==> src/include/mips_config.svh <==
`ifndef MIPS_CONFIG_SVH
`define MIPS_CONFIG_SVH

// ####################
// core sizes.
// ####################

// data and instruction word width in bits.
`define MIPS_WORD_W 32

// instruction words held by the ROM.
`define MIPS_ROM_DEPTH 64

// data words held by the RAM.
`define MIPS_RAM_DEPTH 128

// architectural registers, r0 included.
`define MIPS_REG_COUNT 32

`endif

==> src/source/mipsPkg.sv <==
`default_nettype none

`include "mips_config.svh"

package mipsPkg;

	// ####################
	// widths.
	// ####################
	typedef logic [`MIPS_WORD_W-1:0] word_t;
	typedef logic [$clog2(`MIPS_REG_COUNT)-1:0] regAddr_t;
	typedef logic [$clog2(`MIPS_ROM_DEPTH)-1:0] romAddr_t;
	typedef logic [$clog2(`MIPS_RAM_DEPTH)-1:0] ramAddr_t;

	// ####################
	// encodings.
	// ####################
	typedef enum logic [5:0] {
		opRType = 6'h00,
		opJ     = 6'h02,
		opJal   = 6'h03,
		opBeq   = 6'h04,
		opAddi  = 6'h08,
		opLw    = 6'h23,
		opSw    = 6'h2b
	} opcode_t;

	typedef enum logic [5:0] {
		fnJr  = 6'h08,
		fnAdd = 6'h20,
		fnSub = 6'h22,
		fnAnd = 6'h24,
		fnOr  = 6'h25,
		fnSlt = 6'h2a
	} funct_t;

	typedef enum logic [2:0] {aluAdd, aluSub, aluAnd, aluOr, aluSlt} aluOp_t;
	typedef enum logic [1:0] {pcSeq, pcBranch, pcJump, pcReg} pcSel_t;
	typedef enum logic [1:0] {wrAlu, wrMem, wrRet} regWrSel_t;
	typedef enum logic [1:0] {dstRt, dstRd, dstRa} regDstSel_t;

	// ####################
	// bundles.
	// ####################

	// aluOp and aluSrcImm sit on top so the ALU takes them as one slice.
	typedef struct packed {
		aluOp_t     aluOp;
		logic       aluSrcImm;
		logic       memWrite;
		logic       memRead;
		logic       regWrite;
		regDstSel_t regDst;
		regWrSel_t  regWrSel;
		pcSel_t     pcSel;
	} control_t;

	typedef struct packed {
		logic     we;
		romAddr_t addr;
		word_t    data;
	} progLoad_t;

	typedef struct packed {
		logic     valid;
		ramAddr_t addr;
		word_t    data;
	} storeObs_t;

endpackage

`default_nettype wire

==> src/source/controlGen.sv <==
`timescale 1ns/100ps
`default_nettype none

module controlGen (
	input  wire mipsPkg::word_t instruction,
	output mipsPkg::control_t   control
);
	import mipsPkg::*;

	opcode_t opcode;
	funct_t  funct;

	assign opcode = opcode_t'(instruction[31:26]);
	assign funct  = funct_t'(instruction[5:0]);

	always_comb begin
		// no-op unless the decode below says otherwise.
		control.aluOp     = aluAdd;
		control.aluSrcImm = 1'b0;
		control.memWrite  = 1'b0;
		control.memRead   = 1'b0;
		control.regWrite  = 1'b0;
		control.regDst    = dstRt;
		control.regWrSel  = wrAlu;
		control.pcSel     = pcSeq;

		case (opcode)
			opRType: begin
				control.regDst = dstRd;
				case (funct)
					fnAdd: begin
						control.aluOp    = aluAdd;
						control.regWrite = 1'b1;
					end
					fnSub: begin
						control.aluOp    = aluSub;
						control.regWrite = 1'b1;
					end
					fnAnd: begin
						control.aluOp    = aluAnd;
						control.regWrite = 1'b1;
					end
					fnOr: begin
						control.aluOp    = aluOr;
						control.regWrite = 1'b1;
					end
					fnSlt: begin
						control.aluOp    = aluSlt;
						control.regWrite = 1'b1;
					end
					fnJr: control.pcSel = pcReg;
					default: ;
				endcase
			end
			opAddi: begin
				control.aluSrcImm = 1'b1;
				control.regWrite  = 1'b1;
			end
			opLw: begin
				control.aluSrcImm = 1'b1;
				control.memRead   = 1'b1;
				control.regWrite  = 1'b1;
				control.regWrSel  = wrMem;
			end
			opSw: begin
				control.aluSrcImm = 1'b1;
				control.memWrite  = 1'b1;
			end
			opBeq: begin
				// equality is tested through the zero flag of a subtract.
				control.aluOp = aluSub;
				control.pcSel = pcBranch;
			end
			opJ: control.pcSel = pcJump;
			opJal: begin
				control.pcSel    = pcJump;
				control.regWrite = 1'b1;
				control.regDst   = dstRa;
				control.regWrSel = wrRet;
			end
			default: ;
		endcase
	end

endmodule

`default_nettype wire

==> config.mk <==
export PLATFORM = sky130hd
export DESIGN_NAME = controlGen
export DESIGN_NICKNAME = d
export VERILOG_FILES = /design/src/source/mipsPkg.sv /design/src/source/controlGen.sv
export VERILOG_INCLUDE_DIRS = /design/src /design/src/include
export SDC_FILE = /design/constraint.sdc
export NUM_CORES = 1
export LEC_CHECK = 0
export ABC_AREA = 1
export ABC_CLOCK_PERIOD_IN_PS = 1200
export CAP_MARGIN = 20
export CORE_AREA = 5 5 42 44
export DETAILED_ROUTE_END_ITERATION = 16
export DIE_AREA = 0 0 47 49
export DONT_BUFFER_PORTS = 1
export GPL_TIMING_DRIVEN = 0
export RECOVER_POWER = 100
export SYNTH_ARGS = -nofsm -noshare
export SYNTH_HDL_FRONTEND = slang
export SYNTH_SLANG_ARGS = --single-unit
==> constraint.sdc <==
create_clock -name vclk -period 1.2
set_clock_uncertainty 0.15 [all_clocks]
set_input_delay 0.24 -clock vclk [all_inputs]
set_output_delay 0.24 -clock vclk [all_outputs]
set_load 0.01 [all_outputs]
* Word-level counts from Yosys, hierarchy flattened
Index checks and enable logic that the tools add are counted.
** Operators by class
- Equal/unequal tests :: 12
- Muxes and demuxes :: 11
- Reduce and logical (&&, ||, !) cells :: 5
** Operators by type and width (number)
- $eq A6 B6 Y1 const B :: 7
- $eq A6 B2 Y1 const B :: 2
- $eq A6 B4 Y1 const B :: 2
- $pmux W3 S4 :: 1
- $pmux W2 S2 :: 2
- $eq A6 B3 Y1 const B :: 1
- $logic_not A6 Y1 :: 1
- $pmux W2 S3 :: 1
- $pmux W3 S2 :: 1
- $reduce_or A3 Y1 :: 2
- $reduce_or A5 Y1 :: 1
- $mux W1 :: 4
- $mux W2 :: 1
- $pmux W1 S2 :: 1
- $reduce_or A2 Y1 :: 1
** Word-level totals
- Register bits after elaboration :: 0
- Bits of input ports :: 32
- Output and inout port bits :: 13
- Logic and storage cells :: 28

* Logic depth before layout (Yosys ltp)
Gate-level depths: netlist of the first run.
- Depth after elaboration :: 4
- Mapped depth :: 7
- Mapped depth without buffers :: 7

* Least setup slack after synthesis of the first run
No wires, ideal clock.
- Path kind :: in2out
- Start :: in instruction[2]
- End :: out control[6] (netlist name)
- Data arrival time :: 760 ps
- Data required time :: 810 ps
- Path slack :: 50 ps
- Stages :: 6
- Buffers on the path :: 0
- Cell sequence :: inv_1 -> nor2_1 -> nand3_1 -> nor2_4 -> nor2_1 -> nand2_1
** RTL lines
- from (decl) :: RTL line controlGen.sv:5 : input wire mipsPkg::word_t instruction,
- to (decl) :: RTL line controlGen.sv:6 : output mipsPkg::control_t control

==> flow_summary.json, run 1 <==
{
  "seq_area_um2": 0,
  "hold_viol": 0,
  "fin_crit_sh_pct": 101,
  "holdCritStartpoint": "instruction[31]",
  "slowest_delay_ns": 0.14,
  "wl_per_cell_um": 11.0,
  "place.gp.congestion": 0.729,
  "worst-path-buf-inv": 0,
  "io_buffers": 0,
  "crit_family": "simple AND/OR/NAND/NOR gates",
  "dr_total_vias": 351,
  "p_per_area_nw_per_um2": 165,
  "grt_max_degree": 6,
  "min_path_type": "in -> out",
  "cp_max_fo": 3,
  "drt_pre_antenna_iters": 4,
  "initial_core_util_pct": 20.4,
  "ios": 45,
  "path_class": "in -> out",
  "hold_buffers": 0,
  "worst_setup_path_end_kind": "output pin",
  "outcome": "complete, but fails checks",
  "worstPathCellList": "nor2_4 > nand3_4 > nor2_4 > nor2_1 > nand2_1",
  "synth_compound_area_share_pct": 0,
  "area_growth_pct": 30.1,
  "stdcell_count": 74,
  "setup_viol": 1,
  "antenna_found_initial": 0,
  "timing.hold.ws_ns": 0.381,
  "synth_top_family_by_area": "simple AND/OR/NAND/NOR gates",
  "syn-mean-instance-area_um2": 5.03,
  "irDropWorstVdd_v": 0.0000613,
  "synth.mux.area_fraction_pct": 0,
  "postRouteAntennaNets": 0,
  "final_common_cell": "nor2_1",
  "crit_path_frequent_cell": "nor2_4",
  "routed_wl_um": 817,
  "nNetsFinal": 92,
  "synth_fa_ha_area_share_pct": 0,
  "crit_start": "instruction[29]",
  "cap_violations": 0,
  "synthSimpleGateAreaFrac_pct": 86.9,
  "setup_slack_ns": -0.0172,
  "final_layout_size_suffix_gt1_share_pct": 32.8,
  "gr-total-overflow": 0,
  "num_rows": 14,
  "critPathRequiredTime_ns": 0.81,
  "dp.cells": 73,
  "detail_route.vias_per_cell": 4.74,
  "cp_data_arrival_time_ns": 0.83,
  "start_kind": "input port",
  "design.seq.count": 0,
  "rsz0062_at_grt": "true",
  "min_period_ns": 1.22,
  "ys_warn_count": 0,
  "fmax_mhz": 822,
  "diodes": 0,
  "grt_pass1_wl_um": 1210,
  "core_area_um2": 1400,
  "die_y_um": 49,
  "die_w_um": 47,
  "die_area_um2": 2300,
  "clock_buffers": 0,
  "yosysSeqAreaShare_pct": 0,
  "tightest_slew_ns": 0.248,
  "timing.slew.headroom_pct": 83.4,
  "drt-initial-drc-count": 9,
  "p_leak_nw": 0.179,
  "violations": "setup timing",
  "dp_hpwl_um": 702,
  "syn_inst": 57,
  "final_cell_mix": "nor2_1, nand2_1, inv_1",
  "drc": 0,
  "slew_violations": 0,
  "yosysUniqueCellTypes": 11,
  "crit_path_top_delay_cell": "nor2_4",
  "synth_xor_area_share_pct": 0,
  "grt_usage_pct": 6.60,
  "grt_pass1_vias": 324,
  "postLayoutCellArea_um2": 373,
  "synth_nets": 89,
  "placed_area_um2": 307,
  "netlist_area_um2": 287
}
==> worst paths after layout <==
path,to,slack [ns],cells past startpoint
setup / recovery,control[6],-0.02,5
hold / removal,control[5],0.38,1
==> metal layers <==
metal	track usage (%)	wire length (µm)	part of all wire, %
met1	7.17	267	33
met2	11.5	404	49
met3	3.69	146	18
met4	0	0	0
met5	0	0	0
==> metrics by stage <==
step           worst slack [ns]  TNS [ns]  util [%]  total power (W)
2_1_floorplan            0.0496         0         -        0.0000420
5_1_grt                 -0.0530    -0.104      26.6        0.0000692
3_3_place_gp            -0.0433   -0.0909      21.9        0.0000474
3_5_place_dp            -0.0559    -0.111      21.9        0.0000477
4_1_cts                 -0.0136   -0.0136      24.0        0.0000546
6_report                -0.0172   -0.0172      26.6        0.0000614
==> report_power, final <==
group	leakage, nW	internal, W	total, W	switching (W)
logic	0.179	0.0000231	0.0000614	0.0000384
clock network	0	0	0	0
registers	0	0	0	0
total	0.179	0.0000231	0.0000614	0.0000384
==> repair_timing <==
item | in CTS | in global routing
endpoints found under the setup margin | 3 | 7
resized for setup | 7 | 9
setup buffers | 1 | 0
pin swaps | 7 | 2
==> logic make-up (layout without fill, tap and decap cells) <==
kind of cell | after synthesis | count (layout)
buffers and inverters | 10 | 11
AND/OR/NAND/NOR | 47 | 47
==> cell usage after synthesis, drive strengths merged <==
cell,count,area share (%)
nor3,1,1.7
nand4,2,4.4
inv,10,13
nor2,19,35
nand2,16,21
nor3b,1,4.4
nand3,8,20
==> layout make-up <==
cell class                 count  area [µm²]
timing repair buffer           1        7.51
fill                         162        1030
inverter                      10        42.5
multi-input combinational     47         303
tap                           16        20.0
Note: power is estimated with default switching activity, not from simulation.
==> inputs of run 2 (changes only) <==
Settings changed: BUFFER_PORTS_ARGS from default to -buffer_cell sky130_fd_sc_hd__buf_2, DONT_BUFFER_PORTS 1 to default.
==> run 2 against run 1 <==
Die area unchanged. Hold slack better by 0.21 ns. Combinational power up 130%. Critical endpoint is now control[0]. Sequential share of layout area unchanged. Clock-buffer cell count unchanged. Global-route usage up 2.8 points. Non-clock buffer count up 29. Total power up 130%. Routed wire length up 24%. Via count up 25%. The run still ends with setup timing left. Final cell count up 39%.
==> flow_summary.json, run 2 (synthesis gave the netlist of run 1 again) <==
{
  "holdCritStartpoint": "instruction[31]",
  "seq_area_um2": 0,
  "gr-total-overflow": 0,
  "diodes": 0,
  "cp_data_arrival_time_ns": 0.97,
  "critPathRequiredTime_ns": 0.81,
  "switching_share_pct": 50.4,
  "p_comb_share_pct": 100.0,
  "p_switching_w": 0.0000699,
  "hold_viol": 0,
  "area_growth_pct": 110,
  "slowest_delay_ns": 0.15,
  "min_period_ns": 1.36,
  "grt_pass1_vias": 436,
  "cap_violations": 0,
  "p_clk_share_pct": 0,
  "min_path_type": "in -> out",
  "dp_hpwl_um": 777,
  "nNetsFinal": 121,
  "design.seq.count": 0,
  "dr_total_vias": 439,
  "setup_slack_ns": -0.155,
  "detail_route.vias_per_cell": 4.26,
  "timing.slew.headroom_pct": 88.7,
  "wl_per_cell_um": 9.83,
  "path_class": "in -> out",
  "grt_pass1_wl_um": 1750,
  "initial_core_util_pct": 20.4,
  "cp_max_fo": 4,
  "hold_path_end": "control[3]",
  "ios": 45,
  "worst_setup_path_end_kind": "output pin",
  "stdcell_count": 103,
  "antenna_found_initial": 0,
  "start_kind": "input port",
  "worstPathCellList": "buf_8 > nor2_4 > nand3_4 > inv_4 > nand3_2 > nand2_1 > buf_2",
  "p_per_area_nw_per_um2": 231,
  "routed_wl_um": 1010,
  "io_buffers": 25,
  "fin_util_pct": 42.9,
  "violations": "setup timing",
  "grt_max_degree": 6,
  "grt_usage_pct": 9.40,
  "place.gp.congestion": 0.705,
  "drc": 0,
  "crit_family": "simple AND/OR/NAND/NOR gates",
  "setup_viol": 11,
  "finalSetupTns_ns": -0.954,
  "fin_crit_sh_pct": 113,
  "hold_buffers": 0,
  "outcome": "complete, but fails checks",
  "dp.cells": 98,
  "final_layout_size_suffix_gt1_share_pct": 65.5,
  "irDropWorstVdd_v": 0.000101,
  "rsz0062_at_grt": "true",
  "drt-initial-drc-count": 0,
  "final_common_cell": "buf_2",
  "p_leak_nw": 0.335,
  "die_y_um": 49,
  "num_rows": 14,
  "worst-path-buf-inv": 3,
  "die_w_um": 47,
  "core_area_um2": 1400,
  "die_area_um2": 2300,
  "drt_pre_antenna_iters": 1,
  "power.share.sequential_pct": 0,
  "slew_violations": 0,
  "postRouteAntennaNets": 0,
  "fmax_mhz": 738,
  "p_int_w": 0.0000689,
  "crit_path_top_delay_cell": "nor2_4",
  "final_cell_mix": "buf_2, nor2_1, nand2_1",
  "tightest_slew_ns": 0.169,
  "holdPathStages": 3,
  "clock_buffers": 0
}
[run 2: final cells by class]
cell class | instances | area (µm²)
Fill cell | 161 | 801
Multi-Input combinational cell | 47 | 302
Timing Repair Buffer | 30 | 239
Inverter | 10 | 40.0
Tap cell | 16 | 20.0
[run 2: worst min-delay path, delay by kind of cell]
kind                   cells  cell delay, ns
buffers and inverters      2            0.22
AND/OR/NAND/NOR            1            0.04
[run 2: power groups by stage]
stage / logic (W) / registers [W] / clock network, W
global route: 0.000152 / 0 / 0
finish: 0.000139 / 0 / 0
global placement: 0.0000862 / 0 / 0
detailed placement: 0.0000869 / 0 / 0
CTS: 0.000121 / 0 / 0
floorplan: 0.0000420 / 0 / 0
[run 2: timing repair]
item / in CTS / in global routing
endpoints found under the setup margin: 13 / 13
endpoints found under the hold margin: 0 / 0
resized for setup: 23 / 19
setup buffers: 5 / 0
pin swaps: 14 / 9
[run 2: metal layers]
layer / track usage, % / routed length (µm) / part of all wire (%) / vias up
met3: 1.85 / 118 / 12 / 0
li1: - / - / - / 236
met5: 0 / 0 / 0 / -
met4: 0 / 0 / 0 / 0
met2: 17.0 / 570 / 56 / 19
met1: 11.7 / 324 / 32 / 184
[run 2: stage by stage]
stage                     hold WS, ns  total power (W)  instance area (µm²)  setup WS [ns]
after floorplan                 0.378        0.0000420                  287         0.0496
after global placement          0.656        0.0000862                  432         -0.201
after detailed placement        0.657        0.0000869                  432         -0.213
after CTS                       0.590         0.000121                  549         -0.148
after global routing            0.600         0.000152                  601         -0.223
final                           0.589         0.000139                  601         -0.155
[run 2: worst max-delay path by stage]
stage	start	cells after the start	to	slack, ns
finish	instruction[29]	7	control[0]	-0.16
global placement	instruction[31]	7	control[0]	-0.20
CTS	instruction[28]	7	control[1]	-0.15
global route	instruction[29]	7	control[0]	-0.22
detailed placement	instruction[31]	7	control[0]	-0.21
floorplan	instruction[2]	6	control[6]	0.05
==> inputs of run 3 (changes only) <==
Settings changed: ABC_AREA 1 to default, SLEW_MARGIN from default to 5.
==> run 3 against run 2 <==
The run still ends with setup timing left. Largest cell class unchanged. Clock-buffer cell count stayed put. Flip-flop and latch count did not move. Worst setup slack lost 0.74 ns. Combinational power fell by 8%. Hold slack lost 0.013 ns. Sequential share of layout area stayed put. Highest routed layer unchanged. Critical path type unchanged. First-iteration DRC count increased by 5.
==> flow_summary.json, run 3 <==
{
  "outcome": "complete, but fails checks",
  "violations": "setup timing",
  "min_path_type": "in -> out",
  "path_class": "in -> out",
  "netlist_area_um2": 258,
  "syn-mean-instance-area_um2": 6.61,
  "hold_viol": 0,
  "place.gp.congestion": 0.692,
  "switching_share_pct": 48.1,
  "gr-total-overflow": 0,
  "drt_pre_antenna_iters": 3,
  "grt_pass1_wl_um": 1630,
  "synth_top_area_share_pct": 10.2,
  "area_growth_pct": 106,
  "worst_setup_path_end_kind": "output pin",
  "ys_warn_count": 0,
  "cp_data_arrival_time_ns": 1.71,
  "drc": 0,
  "timing.slew.headroom_pct": 80.3,
  "wl_per_cell_um": 11.9,
  "p_per_area_nw_per_um2": 242,
  "final_layout_size_suffix_gt1_share_pct": 63.6,
  "initial_core_util_pct": 18.4,
  "cap_violations": 0,
  "setup_slack_ns": -0.897,
  "final_cell_mix": "buf_2, nor2_1, buf_8",
  "p_int_w": 0.0000666,
  "grt_usage_pct": 8.64,
  "synth_area_leaders": "nor2_1, nor3_1, nor4_4",
  "routed_wl_um": 972,
  "syn_inst": 39,
  "rsz0062_at_grt": "true",
  "dr_total_vias": 403,
  "start_kind": "input port",
  "synth_nets": 71,
  "design.seq.count": 0,
  "postLayoutCellArea_um2": 531,
  "dp_slack_ns": -1.12,
  "yosys.area.top_type": "nor2_1",
  "die_area_um2": 2300,
  "grt_pass1_vias": 390,
  "antenna_found_initial": 0,
  "die_w_um": 47,
  "drt-initial-drc-count": 5,
  "final_common_cell": "buf_2",
  "ios": 45,
  "p_clk_share_pct": 0,
  "detail_route.vias_per_cell": 4.91,
  "p_leak_nw": 0.237,
  "die_y_um": 49,
  "fin_crit_sh_pct": 175,
  "synthTopCellsByCount": "nor2_1, nor3_1, nand2_1, nor2b_1",
  "holdCritStartpoint": "instruction[30]",
  "critPathRequiredTime_ns": 0.81,
  "dp_hpwl_um": 767,
  "power.share.sequential_pct": 0,
  "num-fill-cells": 162,
  "holdPathStages": 3,
  "tightest_slew_ns": 0.296,
  "diodes": 0,
  "fmax_mhz": 477,
  "irDropWorstVdd_v": 0.0000892,
  "p_switching_w": 0.0000617,
  "cp_max_fo": 2,
  "num_rows": 14,
  "core_area_um2": 1400,
  "synth_most_common_cell": "nor2_1",
  "slew_violations": 0,
  "nNetsFinal": 100,
  "setup_viol": 12,
  "hold_path_end": "control[9]",
  "yosysUniqueCellTypes": 23,
  "timing.hold.ws_ns": 0.576,
  "yosysSeqAreaShare_pct": 0,
  "fin_util_pct": 37.9,
  "postRouteAntennaNets": 0,
  "placed_area_um2": 402,
  "p_comb_share_pct": 100.0,
  "hold_buffers": 0,
  "seq_area_um2": 0,
  "grt_max_degree": 9,
  "clock_buffers": 0,
  "min_period_ns": 2.10,
  "io_buffers": 24
}
-- run 3: worst max path at each step --
stage | start | slack [ns] | end | depth (start not counted)
floorplan | instruction[29] | -0.86 | control[12] | 4
global placement | instruction[28] | -1.12 | control[12] | 5
detailed placement | instruction[30] | -1.12 | control[12] | 5
CTS | instruction[29] | -0.92 | control[11] | 5
global route | instruction[29] | -0.95 | control[11] | 5
finish | instruction[29] | -0.90 | control[11] | 5
-- run 3: per-layer routing --
metal | wire length [µm] | track usage (%) | vias to the layer above
met3 | 66 | 0.369 | 0
met4 | 0 | 0 | 0
li1 | - | - | 204
met1 | 406 | 12.0 | 186
met2 | 498 | 15.2 | 13
met5 | 0 | 0 | -
-- run 3: worst max-delay path, cell delays in order --
cell	delay, ns
buf_8	0.09
or4_4	0.53
or4b_4	0.53
nor3b_2	0.16
buf_2	0.15
-- run 3: power by group through the flow --
stage,Clock [W],Combinational (W),Sequential [W]
after detailed placement,0,0.0000901,0
after global routing,0,0.000140,0
final,0,0.000128,0
after floorplan,0,0.0000435,0
after global placement,0,0.0000888,0
after CTS,0,0.000130,0
-- run 3: through the flow --
step | cells | power [W] | TNS [ns]
3_3_place_gp | 79 | 0.0000888 | -5.55
2_1_floorplan | 39 | 0.0000435 | -3.16
3_5_place_dp | 79 | 0.0000901 | -5.54
4_1_cts | 83 | 0.000130 | -4.96
5_1_grt | 82 | 0.000140 | -5.41
6_report | 82 | 0.000128 | -4.88
-- run 3: cell families after synthesis --
logic type      Yosys count  synth area share (%)
buf+inv                   3                  7.28
compound gates            8                  21.4
mux                       1                  3.88
simple gates             27                  67.5
-- run 3: cell type report --
class                      count  area, µm²  share of cell area (%)
buffer                         1       15.0                    2.83
inverter                       2       7.51                    1.42
multi-input combinational     36        288                    54.2
tap                           16       20.0                    3.77
timing repair buffer          27        200                    37.7
-- run 3: repair_timing --
action	in CTS	in global routing
pin swaps	9	3
resized for setup	25	2
buffers inserted	4	0
endpoints found under the hold margin	0	0
setup endpoints to repair	13	13
